[src/logic/nes_loader_pkg.sv]
////////////////////
// Cartridge loader shared definitions
// Widths, states, address map and credit sizes
////////////////////
package nes_loader_pkg;

	////////////////////
	// Data widths
	typedef logic [7:0]   byte_t;          // File or memory byte
	typedef logic [21:0]  mem_addr_t;      // Cartridge memory address
	typedef logic [31:0]  mapper_flags_t;  // Decoded cartridge description
	typedef logic [127:0] cheat_code_t;    // flags, address, compare, replace
	typedef logic [7:0]   page_count_t;    // Header page count
	typedef logic [2:0]   size_code_t;     // log2 size class

	// Loader sequence
	typedef enum logic [2:0] {
		HEADER,
		PRG,
		CHR,
		DISCARD,  // Cheat file, nothing goes to memory
		ERROR,
		DONE
	} load_state_t;

	////////////////////
	// iNES layout
	localparam int HEADER_BYTES   = 16;
	localparam int PRG_PAGE_BYTES = 16384;
	localparam int CHR_PAGE_BYTES = 8192;

	// PRG starts at zero, CHR sits in the upper half
	localparam mem_addr_t CHR_BASE = 22'h200000;

	// Cheat file record size
	localparam int CHEAT_BYTES = 16;

	////////////////////
	// Flow control
	localparam int QUEUE_DEPTH  = 4;  // Also the source credit count
	localparam int MEM_CREDITS  = 2;
	localparam int QUEUE_PTR_W  = $clog2(QUEUE_DEPTH);
	localparam int QUEUE_CNT_W  = $clog2(QUEUE_DEPTH + 1);
	localparam int MEM_CREDIT_W = $clog2(MEM_CREDITS + 1);

	typedef logic [QUEUE_PTR_W-1:0]  queue_ptr_t;
	typedef logic [QUEUE_CNT_W-1:0]  queue_cnt_t;
	typedef logic [MEM_CREDIT_W-1:0] credit_cnt_t;

endpackage

[src/logic/ines_header_parser.sv]
////////////////////
// iNES header parser
// Holds the 16 header bytes, checks them and builds the mapper flags
////////////////////
`timescale 1ns/1ps

module ines_header_parser (
	input  logic                          clk,
	input  logic                          reset_nes,
	input  logic                          hdr_valid,
	input  logic [3:0]                    hdr_index,
	input  nes_loader_pkg::byte_t         hdr_byte,
	input  logic                          invert_mirroring,
	output logic                          header_ok,
	output nes_loader_pkg::page_count_t   prg_pages,
	output nes_loader_pkg::page_count_t   chr_pages,
	output nes_loader_pkg::mapper_flags_t flags
);

	nes_loader_pkg::byte_t      ines [nes_loader_pkg::HEADER_BYTES];
	nes_loader_pkg::size_code_t prg_size;
	nes_loader_pkg::size_code_t chr_size;
	logic                       magic_ok;
	logic                       is_nes20;
	logic                       is_dirty;
	logic [7:0]                 mapper;
	logic [7:0]                 ines2_mapper;
	logic [3:0]                 prg_ram;

	// Smallest k with pages <= 2**k, capped at 7
	function automatic nes_loader_pkg::size_code_t size_code(
		input nes_loader_pkg::page_count_t pages
	);
		nes_loader_pkg::size_code_t k;
		k = 3'd7;
		for (int i = 6; i >= 0; i--) begin
			if (32'(pages) <= (32'd1 << i))
				k = 3'(i);
		end
		return k;
	endfunction

	always_ff @(posedge clk) begin
		if (reset_nes) begin
			for (int i = 0; i < nes_loader_pkg::HEADER_BYTES; i++)
				ines[i] <= '0;
		end else if (hdr_valid) begin
			ines[hdr_index] <= hdr_byte;
		end
	end

	////////////////////
	// Header checks

	// "NES" followed by MS-DOS EOF
	assign magic_ok = (ines[0] == 8'h4E) && (ines[1] == 8'h45) &&
	                  (ines[2] == 8'h53) && (ines[3] == 8'h1A);
	assign header_ok = magic_ok && !ines[6][2];  // No trainer support

	assign prg_pages = ines[4];
	assign chr_pages = ines[5];  // Zero means CHR RAM
	assign prg_size  = size_code(prg_pages);
	assign chr_size  = size_code(chr_pages);

	assign is_nes20 = (ines[7][3:2] == 2'b10);

	// Old dumps often carry junk in the tail bytes
	assign is_dirty = !is_nes20 && ((ines[9][7:1] != '0) ||
	                                (ines[10] != '0) || (ines[11] != '0) ||
	                                (ines[12] != '0) || (ines[13] != '0) ||
	                                (ines[14] != '0) || (ines[15] != '0));

	////////////////////
	// Flags word
	assign mapper       = {is_dirty ? 4'h0 : ines[7][7:4], ines[6][7:4]};
	assign ines2_mapper = is_nes20 ? ines[8] : 8'h00;
	assign prg_ram      = is_nes20 ? ines[10][3:0] : 4'h0;

	assign flags = {
		2'b00,
		prg_ram,                        // 29:26
		ines[6][1],                     // Battery save
		ines2_mapper,                   // 24:17
		ines[6][3],                     // Four screen
		(chr_pages == '0),              // CHR RAM
		ines[6][0] ^ invert_mirroring,  // Mirroring
		chr_size,
		prg_size,
		mapper
	};

endmodule

[src/logic/rom_load_fsm.sv]
////////////////////
// ROM load sequencer
// Sorts file bytes into header, PRG, CHR, cheat or discard
// and numbers their memory addresses
////////////////////
`timescale 1ns/1ps

module rom_load_fsm (
	input  logic                        clk,
	input  logic                        reset_nes,
	input  logic                        download,
	input  logic                        file_is_cheat,
	input  logic                        file_valid,
	input  nes_loader_pkg::byte_t       file_byte,
	input  logic                        header_ok,
	input  nes_loader_pkg::page_count_t prg_pages,
	input  nes_loader_pkg::page_count_t chr_pages,
	output logic                        hdr_valid,
	output logic [3:0]                  hdr_index,
	output nes_loader_pkg::byte_t       hdr_byte,
	output logic                        enq_valid,
	output nes_loader_pkg::byte_t       enq_byte,
	output nes_loader_pkg::mem_addr_t   enq_addr,
	output logic                        enq_write,
	output logic                        cheat_byte_valid,
	output nes_loader_pkg::byte_t       cheat_byte,
	output logic                        loader_busy,
	output logic                        loader_done,
	output logic                        loader_error
);

	nes_loader_pkg::load_state_t state, cur_state, next_state;
	nes_loader_pkg::mem_addr_t   byte_cnt, cur_cnt, next_cnt;  // Header index, then countdown
	nes_loader_pkg::mem_addr_t   addr_cnt, next_addr;
	logic                        download_q;
	logic                        download_rise;

	assign download_rise = download && !download_q;

	// A new download counts from its very first cycle
	assign cur_state = download_rise ? nes_loader_pkg::HEADER : state;
	assign cur_cnt   = download_rise ? '0 : byte_cnt;

	always_comb begin
		next_state = cur_state;
		next_cnt   = cur_cnt;
		next_addr  = addr_cnt;
		case (cur_state)
			nes_loader_pkg::HEADER: begin
				if (download && file_is_cheat) begin
					next_state = nes_loader_pkg::DISCARD;
				end else if (file_valid) begin
					next_cnt = cur_cnt + 1'b1;
					// Pages and magic are stored by the last header byte
					if (cur_cnt == nes_loader_pkg::mem_addr_t'(nes_loader_pkg::HEADER_BYTES - 1)) begin
						if (!header_ok) begin
							next_state = nes_loader_pkg::ERROR;
						end else if (prg_pages != '0) begin
							next_state = nes_loader_pkg::PRG;
							next_cnt   = nes_loader_pkg::mem_addr_t'(prg_pages * nes_loader_pkg::PRG_PAGE_BYTES);
							next_addr  = '0;
						end else if (chr_pages != '0) begin
							next_state = nes_loader_pkg::CHR;
							next_cnt   = nes_loader_pkg::mem_addr_t'(chr_pages * nes_loader_pkg::CHR_PAGE_BYTES);
							next_addr  = nes_loader_pkg::CHR_BASE;
						end else begin
							next_state = nes_loader_pkg::DONE;
						end
					end
				end
			end
			nes_loader_pkg::PRG: begin
				if (file_valid) begin
					next_cnt  = cur_cnt - 1'b1;
					next_addr = addr_cnt + 1'b1;
					if (cur_cnt == nes_loader_pkg::mem_addr_t'(1)) begin
						if (chr_pages != '0) begin
							next_state = nes_loader_pkg::CHR;
							next_cnt   = nes_loader_pkg::mem_addr_t'(chr_pages * nes_loader_pkg::CHR_PAGE_BYTES);
							next_addr  = nes_loader_pkg::CHR_BASE;
						end else begin
							next_state = nes_loader_pkg::DONE;
						end
					end
				end
			end
			nes_loader_pkg::CHR: begin
				if (file_valid) begin
					next_cnt  = cur_cnt - 1'b1;
					next_addr = addr_cnt + 1'b1;
					if (cur_cnt == nes_loader_pkg::mem_addr_t'(1))
						next_state = nes_loader_pkg::DONE;
				end
			end
			default: ;  // DISCARD, ERROR and DONE swallow the rest
		endcase
	end

	always_ff @(posedge clk) begin
		if (reset_nes) begin
			state            <= nes_loader_pkg::HEADER;
			byte_cnt         <= '0;
			addr_cnt         <= '0;
			download_q       <= 1'b0;
			enq_valid        <= 1'b0;
			enq_write        <= 1'b0;
			cheat_byte_valid <= 1'b0;
		end else begin
			state            <= next_state;
			byte_cnt         <= next_cnt;
			addr_cnt         <= next_addr;
			download_q       <= download;
			enq_valid        <= file_valid;  // Every byte goes through the queue
			enq_write        <= file_valid && ((cur_state == nes_loader_pkg::PRG) ||
			                                   (cur_state == nes_loader_pkg::CHR));
			cheat_byte_valid <= file_valid && file_is_cheat;
		end
	end

	// Payload stage
	always_ff @(posedge clk) begin
		enq_byte <= file_byte;
		enq_addr <= addr_cnt;
	end

	assign hdr_valid  = file_valid && !file_is_cheat && (cur_state == nes_loader_pkg::HEADER);
	assign hdr_index  = cur_cnt[3:0];
	assign hdr_byte   = file_byte;
	assign cheat_byte = enq_byte;

	assign loader_busy  = (state == nes_loader_pkg::PRG) || (state == nes_loader_pkg::CHR);
	assign loader_done  = (state == nes_loader_pkg::DONE) || (state == nes_loader_pkg::ERROR);
	assign loader_error = (state == nes_loader_pkg::ERROR);

	// Queue entries only come from accepted source bytes
	assert property (@(posedge clk) disable iff (reset_nes)
		enq_valid |-> $past(file_valid));

endmodule

[src/logic/mem_write_queue.sv]
////////////////////
// Memory write queue
// Issues writes against memory credits, returns source credits
////////////////////
`timescale 1ns/1ps

module mem_write_queue (
	input  logic                      clk,
	input  logic                      reset_nes,
	input  logic                      enq_valid,
	input  nes_loader_pkg::byte_t     enq_byte,
	input  nes_loader_pkg::mem_addr_t enq_addr,
	input  logic                      enq_write,
	input  logic                      mem_credit,
	output logic                      mem_write,
	output nes_loader_pkg::mem_addr_t mem_addr,
	output nes_loader_pkg::byte_t     mem_data,
	output logic                      file_credit
);

	nes_loader_pkg::byte_t       data_mem  [nes_loader_pkg::QUEUE_DEPTH];
	nes_loader_pkg::mem_addr_t   addr_mem  [nes_loader_pkg::QUEUE_DEPTH];
	logic                        write_mem [nes_loader_pkg::QUEUE_DEPTH];
	nes_loader_pkg::queue_ptr_t  wr_ptr;
	nes_loader_pkg::queue_ptr_t  rd_ptr;
	nes_loader_pkg::queue_cnt_t  count;
	nes_loader_pkg::credit_cnt_t credits;  // Writes memory can still take
	logic                        pop;

	////////////////////
	// Entry storage
	always_ff @(posedge clk) begin
		if (enq_valid) begin
			data_mem[wr_ptr]  <= enq_byte;
			addr_mem[wr_ptr]  <= enq_addr;
			write_mem[wr_ptr] <= enq_write;
		end
	end

	// Writes wait for a memory credit while other entries retire at once
	assign pop = (count != '0) && (!write_mem[rd_ptr] || (credits != '0));

	assign file_credit = pop;
	assign mem_write   = pop && write_mem[rd_ptr];
	assign mem_addr    = addr_mem[rd_ptr];
	assign mem_data    = data_mem[rd_ptr];

	////////////////////
	// Pointers and counters
	always_ff @(posedge clk) begin
		if (reset_nes) begin
			wr_ptr  <= '0;
			rd_ptr  <= '0;
			count   <= '0;
			credits <= nes_loader_pkg::credit_cnt_t'(nes_loader_pkg::MEM_CREDITS);
		end else begin
			if (enq_valid)
				wr_ptr <= wr_ptr + 1'b1;
			if (pop)
				rd_ptr <= rd_ptr + 1'b1;
			count   <= count + nes_loader_pkg::queue_cnt_t'(enq_valid)
			                 - nes_loader_pkg::queue_cnt_t'(pop);
			credits <= credits + nes_loader_pkg::credit_cnt_t'(mem_credit)
			                   - nes_loader_pkg::credit_cnt_t'(mem_write);
		end
	end

	// Source credits keep the queue from overfilling
	assert property (@(posedge clk) disable iff (reset_nes)
		enq_valid |-> (count != nes_loader_pkg::queue_cnt_t'(nes_loader_pkg::QUEUE_DEPTH)));

	// Memory never answers more writes than were issued
	assert property (@(posedge clk) disable iff (reset_nes)
		credits <= nes_loader_pkg::credit_cnt_t'(nes_loader_pkg::MEM_CREDITS));

endmodule

[src/logic/cheat_code_assembler.sv]
////////////////////
// Cheat code assembler
// Packs 16 file bytes into one 128-bit cheat
////////////////////
`timescale 1ns/1ps

module cheat_code_assembler (
	input  logic                        clk,
	input  logic                        reset_nes,
	input  logic                        download,
	input  logic                        cheat_byte_valid,
	input  nes_loader_pkg::byte_t       cheat_byte,
	output nes_loader_pkg::cheat_code_t cheat_code,
	output logic                        cheat_valid
);

	logic [3:0] byte_idx;  // Position within the current record
	logic [6:0] bit_pos;
	logic       download_q;

	// Word 3 - idx/4 holds the byte, little endian inside the word
	assign bit_pos = {~byte_idx[3:2], byte_idx[1:0], 3'b000};

	always_ff @(posedge clk) begin
		if (reset_nes) begin
			byte_idx    <= '0;
			download_q  <= 1'b0;
			cheat_valid <= 1'b0;
		end else begin
			download_q  <= download;
			cheat_valid <= cheat_byte_valid &&
			               (byte_idx == 4'(nes_loader_pkg::CHEAT_BYTES - 1));
			if (download && !download_q)
				byte_idx <= '0;  // New file starts a new record
			else if (cheat_byte_valid)
				byte_idx <= byte_idx + 1'b1;
		end
	end

	always_ff @(posedge clk) begin
		if (cheat_byte_valid)
			cheat_code[bit_pos +: 8] <= cheat_byte;
	end

endmodule

[src/logic/cart_loader_top.sv]
////////////////////
// Cartridge loader top level
// Header parser, sequencer, write queue and cheat assembler
////////////////////
`timescale 1ns/1ps

module cart_loader_top (
	input  logic                          clk,
	input  logic                          reset_nes,
	input  logic                          invert_mirroring,
	// Byte source
	input  logic                          download,
	input  logic                          file_is_cheat,
	input  logic                          file_valid,
	input  nes_loader_pkg::byte_t         file_byte,
	output logic                          file_credit,
	// Memory
	output logic                          mem_write,
	output nes_loader_pkg::mem_addr_t     mem_addr,
	output nes_loader_pkg::byte_t         mem_data,
	input  logic                          mem_credit,
	// Status
	output logic                          loader_busy,
	output logic                          loader_done,
	output logic                          loader_error,
	output nes_loader_pkg::mapper_flags_t mapper_flags,
	output nes_loader_pkg::cheat_code_t   cheat_code,
	output logic                          cheat_valid
);

	logic                        hdr_valid;
	logic [3:0]                  hdr_index;
	nes_loader_pkg::byte_t       hdr_byte;
	logic                        header_ok;
	nes_loader_pkg::page_count_t prg_pages;
	nes_loader_pkg::page_count_t chr_pages;
	logic                        enq_valid;
	nes_loader_pkg::byte_t       enq_byte;
	nes_loader_pkg::mem_addr_t   enq_addr;
	logic                        enq_write;
	logic                        cheat_byte_valid;
	nes_loader_pkg::byte_t       cheat_byte;

	ines_header_parser ines_header_parser_i (
		.clk              (clk),
		.reset_nes        (reset_nes),
		.hdr_valid        (hdr_valid),
		.hdr_index        (hdr_index),
		.hdr_byte         (hdr_byte),
		.invert_mirroring (invert_mirroring),
		.header_ok        (header_ok),
		.prg_pages        (prg_pages),
		.chr_pages        (chr_pages),
		.flags            (mapper_flags)
	);

	rom_load_fsm rom_load_fsm_i (
		.clk              (clk),
		.reset_nes        (reset_nes),
		.download         (download),
		.file_is_cheat    (file_is_cheat),
		.file_valid       (file_valid),
		.file_byte        (file_byte),
		.header_ok        (header_ok),
		.prg_pages        (prg_pages),
		.chr_pages        (chr_pages),
		.hdr_valid        (hdr_valid),
		.hdr_index        (hdr_index),
		.hdr_byte         (hdr_byte),
		.enq_valid        (enq_valid),
		.enq_byte         (enq_byte),
		.enq_addr         (enq_addr),
		.enq_write        (enq_write),
		.cheat_byte_valid (cheat_byte_valid),
		.cheat_byte       (cheat_byte),
		.loader_busy      (loader_busy),
		.loader_done      (loader_done),
		.loader_error     (loader_error)
	);

	mem_write_queue mem_write_queue_i (
		.clk         (clk),
		.reset_nes   (reset_nes),
		.enq_valid   (enq_valid),
		.enq_byte    (enq_byte),
		.enq_addr    (enq_addr),
		.enq_write   (enq_write),
		.mem_credit  (mem_credit),
		.mem_write   (mem_write),
		.mem_addr    (mem_addr),
		.mem_data    (mem_data),
		.file_credit (file_credit)
	);

	cheat_code_assembler cheat_code_assembler_i (
		.clk              (clk),
		.reset_nes        (reset_nes),
		.download         (download),
		.cheat_byte_valid (cheat_byte_valid),
		.cheat_byte       (cheat_byte),
		.cheat_code       (cheat_code),
		.cheat_valid      (cheat_valid)
	);

endmodule

[config.mk]
export PLATFORM = sky130hd
export DESIGN_NAME = cart_loader_top
export DESIGN_NICKNAME = d
export VERILOG_FILES = /design/src/logic/nes_loader_pkg.sv /design/src/logic/ines_header_parser.sv /design/src/logic/rom_load_fsm.sv /design/src/logic/mem_write_queue.sv /design/src/logic/cheat_code_assembler.sv /design/src/logic/cart_loader_top.sv
export SDC_FILE = /design/constraint.sdc
export NUM_CORES = 1
export LEC_CHECK = 0
export BUFFER_PORTS_ARGS = -buffer_cell sky130_fd_sc_hd__clkbuf_2
export CAP_MARGIN = 20
export CORE_MARGIN = 8
export CORE_UTILIZATION = 53
export CTS_CLUSTER_SIZE = 28
export DETAILED_ROUTE_END_ITERATION = 8
export HOLD_SLACK_MARGIN = 0.08
export MAX_ROUTING_LAYER = met4
export PLACE_DENSITY = 0.85
export SYNTH_ARGS = -nofsm -noshare
export SYNTH_HDL_FRONTEND = slang
export SYNTH_HIERARCHICAL = 1
export SYNTH_SLANG_ARGS = --single-unit
export TNS_END_PERCENT = 100
[constraint.sdc]
create_clock -name clk -period 3.2 [get_ports clk]
set_input_delay 0.16 -clock clk [delete_from_list [all_inputs] [get_ports clk]]
set_output_delay 0.16 -clock clk [all_outputs]
set_load 0.005 [all_outputs]
# Word-level counts from Yosys, hierarchy flattened
# Memory sizes are Yosys's and may differ from the RTL's. A register that Yosys moved wholly into a read port is not among the register bits.
# Cells that the tools add are included.
# Widths: inputs -> output; s select.
# word_totals
regBits	223
ram_bits	252
inputBits	15
out_inout_bits	196
wordCells	185
n_memories	4
# memory_table
memory	words	word_bits	rd	rd_ports_with_merged_regs	write_ports	line_no	text
ines_header_parser_i.ines	16	8	16	0	16	ines_header_parser.sv:20	nes_loader_pkg::byte_t ines [nes_loader_pkg::HEADER_BYTES];
mem_write_queue_i.addr_mem	4	22	1	1	1	mem_write_queue.sv:22	nes_loader_pkg::mem_addr_t addr_mem [nes_loader_pkg::QUEUE_DEPTH];
mem_write_queue_i.data_mem	4	8	1	1	1	mem_write_queue.sv:21	nes_loader_pkg::byte_t data_mem [nes_loader_pkg::QUEUE_DEPTH];
mem_write_queue_i.write_mem	4	1	1	1	1	mem_write_queue.sv:23	logic write_mem [nes_loader_pkg::QUEUE_DEPTH];
# op_classes
n_addsub	11
n_lt_le_gt_ge	14
eq_ne	21
n_shift	2
mux	69
bitwise	2
reduce_logical	46
# op_table
operator	n
$mux 22	21
$pmux 22 s3	2
$bwmux 128	1
$shift 8x9->128 const A	1
$shiftx 8x9->128	1
$reduce_bool 8->1	8
$mux 3	19
$add 22x1->22 const B	2
$eq 8x7->1 const B	3
$eq 22x1->1 const B	1
$eq 22x4->1 const B	1
$sub 22x1->22 const B	1
$mux 2	10
$le 8x1->1 const B	2
$le 8x2->1 const B	2
$le 8x3->1 const B	2
$le 8x4->1 const B	2
$le 8x5->1 const B	2
$le 8x6->1 const B	2
$le 8x7->1 const B	2
$mux 8	2
$logic_and 1x1->1	14
$mux 4	3
$logic_or 1x1->1	10
29 further kinds	51

# Depth between registers and ports, before layout
# depth
ltp_word	11
ltp_mapped	14
mapped_depth_nobuf	10

# Cells and area by module
# The synthesis kept the hierarchy.
# by_module_without_submodules
mod	instances	cells_per_inst	area_per_inst_um2	seq_area_each_um2
ines_header_parser	1	406	5461.5	3753.6
cheat_code_assembler	1	376	5355.1	3963.8
mem_write_queue	1	227	5122.4	3943.8
rom_load_fsm	1	620	4758.3	1621.6

# Worst setup path before layout
# No wires, ideal clock.
# synth_timing
path_type	reg2reg
startpoint	register rom_load_fsm_i.download_q
endpoint	register rom_load_fsm_i.byte_cnt[8]
setup_ns	0.131
arrival_ns	3.136
required_ns	3.069
path_slack_ns	-0.067
stages_incl_launch_ff	15
path_buffers	4
synth_period_minus_slack_ns	3.267
cell_sequence	dfxtp_1 nand2b_1 clkbuf_1 clkbuf_1 clkbuf_1 nand2_1 inv_1 ha_1 nand3_1 nor4b_2 and3_1 clkbuf_1 a21oi_1 a22oi_1 o31ai_1
# synth_via
elab_chain_cells	11
elab_cells_between_ends	22
cone_classes	add/sub: 2; eq/ne: 4; mux: 13; reduce/logical: 3
# synth_lines
item	line_no	text
start, declared	rom_load_fsm.sv:35	logic download_q;
start signal, assigned	rom_load_fsm.sv:112	download_q <= download;
$logic_not 1->1 (*)	-	
$logic_and 1x1->1 (*)	rom_load_fsm.sv:38	assign download_rise = download && !download_q;
$mux 22 (*)	rom_load_fsm.sv:42	assign cur_cnt = download_rise ? '0 : byte_cnt;
via hdr_index[0]	cart_loader_top.sv:32	logic [3:0] hdr_index;
$add 22x1->22	rom_load_fsm.sv:53	next_cnt = cur_cnt + 1'b1;
$mux 22	rom_load_fsm.sv:62	end else if (chr_pages != '0) begin
$mux 22	rom_load_fsm.sv:58	end else if (prg_pages != '0) begin
$mux 22	rom_load_fsm.sv:56	if (!header_ok) begin
$mux 22	rom_load_fsm.sv:55	if (cur_cnt == nes_loader_pkg::mem_addr_t'(nes_loader_pkg::HEADER_BYTES - 1)) begin
$mux 22	rom_load_fsm.sv:52	end else if (file_valid) begin
$mux 22	rom_load_fsm.sv:50	if (download && file_is_cheat) begin
$pmux 22 s3 (*)	rom_load_fsm.sv:48	case (cur_state)
end signal, assigned	rom_load_fsm.sv:110	byte_cnt <= next_cnt;
end, declared	rom_load_fsm.sv:33	nes_loader_pkg::mem_addr_t byte_cnt, cur_cnt, next_cnt;
# The timed path passes the listed nets; every way through them passes the cells marked *.
# A chain may end at the register's enable or synchronous reset.

==> flow_summary_export.csv <==
group,metric,value,unit
critical_path,cp.required,3680,ps
finish,layout_common_cells,"377 x edfxtp_1, 213 x and2_1, 208 x clkbuf_2, 122 x nor2_1, 97 x dfxtp_1",
sta,slew_headroom,35.58,%
global_route,grt_pass1_wl,81.48,mm
critical_path,cp-start-kind,"flip-flop",
placed_design,port_buffers,208,
sta,fmax,335.7,MHz
sta,rsz0062_at_grt,"false",
placed_design,dpl.cell_count,2310,
clock_network,cts.reportedPaths.clkPinSlew,70,ps
sta,hold_viol,0,
clock_network,root_buffer,"clkbuf_16",
drt,routed_wl,53.14,mm
finish,stdcell_count,2408,
placed_design,place.gp.congestion,0.9575,
floorplanning,die_w,213.6,microns
clock_network,post_cts_buffers,0,
placed_design,dp_hpwl,36.52,mm
floorplanning,pin_count,211,
global_route,grt_usage,23.59,%
drt,wl_per_cell,22.07,microns
finish,diodes,0,
drt,drt_iter0_drc,1653,
power_and_ir_drop,power_density,593.9,nW/um^2
finish,layout_commonest_cell,"edfxtp_1",
clock_network,numCtsBuffers,46,
critical_path,critPathMaxFanout,7,
clock_network,cts_tree,"yes",
finish,nNetsFinal,1884,
floorplanning,dieHeight,213.6,microns
floorplanning,core_area,38560,sq um
synth,syn_avg_cell_area,12.71,sq um
min_path,hp-class,"primary input to flip-flop",
critical_path,critPathKind,"flip-flop to flip-flop",
critical_path,arrival,3460,ps
floorplanning,rows,72,
sta,period_share,93.09,%
sta,finalSetupViolCount,0,
synth,ys.flop_type,"edfxtp_1",
global_route,grt_pass1_vias,14240,
power_and_ir_drop,power_leakage,8.997,nW
drt,drc,0,
sta,tightestPinTransition,958.1,ps
clock_network,clk_latency,590,ps
synth,synth_cells,1629,
finish,area_growth,15.92,%
clock_network,h-tree-depth,2,
synth,synth_edf_count,377,
synth,synth-seq-cells,475,
finish,n_fill_cell,2813,
clock_network,clockBufferDepth,3,
clock_network,clock_sinks,475,
synth,synth_cell_types,95,
floorplanning,dieArea,45630,sq um
global_route,overflow,0,
finish,drive_gt1_share,21.38,%
power_and_ir_drop,vdd_drop_max,0.4214,mV
sta,finalCriticalPeriod,2979,ps
synth,netlist_area,20700,sq um
synth,async_flop_share,0,%
synth,synth_warnings,6,
floorplanning,start_util,53.68,%
global_route,antenna_found_initial,1,
drt,via_per_inst,5.980,
drt,dr.pass1.iters,6,
status,outcome,"complete, no violations",
sta,finClkSkew,16.11,ps
job,maxCapViolCount,0,
sta,report.final.slew_viol_count,0,
drt,vias,14400,
global_route,grt_max_degree,46,
synth,seq_area_frac_synth,64.18,%
critical_path,cp-end-kind,"flip-flop",
sta,tns,0,ps
drt,ant_nets,0,
per-stage QoR:
step / setup slack (ps) / power (mW) / instance area [sq um] / utilization (%) / hold WS, ps
after floorplan: 33.81 / 8.285 / 20700 / - / 187.7
after global placement: 247.1 / 8.859 / 22340 / 57.93 / 368.8
after detailed placement: 142.5 / 8.924 / 22340 / 57.93 / 382.9
after CTS: 152.2 / 14.33 / 23990 / 62.21 / 118.4
after global routing: 24.35 / 14.72 / 23990 / 62.22 / 139.4
final: 221.0 / 14.25 / 23990 / 62.22 / 153.6
synthesized netlist by cell type, types with 8 or more instances:
master | count | area share [%]
and3_1 | 48 | 1.5
xnor2_1 | 16 | 0.68
nand4_1 | 21 | 0.63
buf_2 | 17 | 0.41
nand3b_1 | 8 | 0.29
a21oi_1 | 54 | 1.3
nand2b_1 | 9 | 0.27
nor2_1 | 123 | 2.2
o31ai_1 | 9 | 0.33
or2_1 | 20 | 0.60
edfxtp_1 | 377 | 55
clkbuf_1 | 65 | 1.2
a31oi_1 | 12 | 0.36
o211ai_1 | 11 | 0.40
o21ai_0 | 28 | 0.68
dfxtp_1 | 98 | 9.5
mux4_2 | 30 | 3.3
buf_4 | 24 | 0.87
inv_1 | 18 | 0.33
ha_1 | 16 | 0.97
xor2_1 | 14 | 0.59
a211oi_1 | 11 | 0.40
or4_1 | 12 | 0.44
nand2_1 | 75 | 1.4
nor2b_1 | 13 | 0.39
or3_1 | 9 | 0.27
and2_1 | 214 | 6.5
o21ai_1 | 13 | 0.31
nor3_1 | 65 | 1.6
nand3_1 | 31 | 0.75
nor4_1 | 32 | 0.97
cell type report:
class | count | area (sq um) | share of cell area (%)
tap | 518 | 648.1 | 2.701
multi-input combinational | 1021 | 6780 | 28.26
clock inverter | 19 | 196.4 | 0.8188
timing repair buffer | 289 | 1679 | 6.999
inverter | 19 | 71.32 | 0.2973
sequential | 475 | 13280 | 55.37
clock buffer | 67 | 1333 | 5.554
repair_timing:
item                                    in CTS  in global routing
endpoints found under the hold margin       16                  0
endpoints found under the setup margin       0                 21
hold buffers                                12                  0
gates resized for setup                      0                  4
kinds of logic (layout without fill, tap and decap cells):
family | after synthesis | count (layout) | share of synthesized area [%]
flip-flops | 475 | 475 | 64.18
buffers and inverters | 134 | 394 | 3.119
AO/OA/AOI/OAI | 212 | 212 | 6.934
AND/OR/NAND/NOR | 718 | 718 | 19.50
other | 1 | 2 | 0.01812
XOR/XNOR | 30 | 30 | 1.269
multiplexers | 41 | 41 | 3.875
adder cells (fa/ha/maj) | 18 | 18 | 1.112
final timing paths:
check	end	slack, ps	depth (start not counted)	startpoint
worst max-delay path	rom_load_fsm_i/addr_cnt[12]	220	9	ines_header_parser_i/ines[2][5]
worst max register to register	rom_load_fsm_i/addr_cnt[12]	220	9	ines_header_parser_i/ines[2][5]
worst min register to register	rom_load_fsm_i/enq_addr[18]	390	0	rom_load_fsm_i/addr_cnt[18]
worst min-delay path	mem_write_queue_i/count[1]	150	2	reset_nes
worst max-delay path, stage by stage, from the launching register on:
cell	delay (ps)
edfxtp_1	350
nor4bb_1	360
nand4_1	150
nor3_1	380
nand3_1	150
nor4b_2	460
a31oi_1	370
nor4_1	430
xnor2_1	160
nor2_1	50
sequential cells by signal, summed over array words and instances (netlist names), 2 cells and up, named ones only:
register,count
rom_load_fsm_i/cheat_byte,8
cheat_code_assembler_i/cheat_code,128
mem_write_queue_i/write_mem,4
cheat_code_assembler_i/byte_idx,4
ines_header_parser_i/ines,125
rom_load_fsm_i/addr_cnt,22
mem_write_queue_i/credits,2
mem_write_queue_i/addr_mem,88
mem_write_queue_i/data_mem,32
rom_load_fsm_i/enq_addr,22
rom_load_fsm_i/byte_cnt,22
mem_write_queue_i/rd_ptr,2
mem_write_queue_i/count,3
mem_write_queue_i/wr_ptr,2
rom_load_fsm_i/state,3
where the power goes:
group	total (mW)	internal, mW	switching [mW]	leakage (nW)
Combinational	1.85	0.823	1.02	3.73
Sequential	6.99	6.79	0.195	4.53
Clock	5.42	3.09	2.33	0.741
Total	14.2	10.7	3.54	9.00
layer usage:
metal	part of all wire (%)	wire length (microns)	global-route usage (%)
met5	0	0	-
met4	2.8	1505	7.918
met3	8.5	4539	3.376
met2	49	26120	38.53
met1	39	20980	30.25
Power figures use the tool's default switching activity.
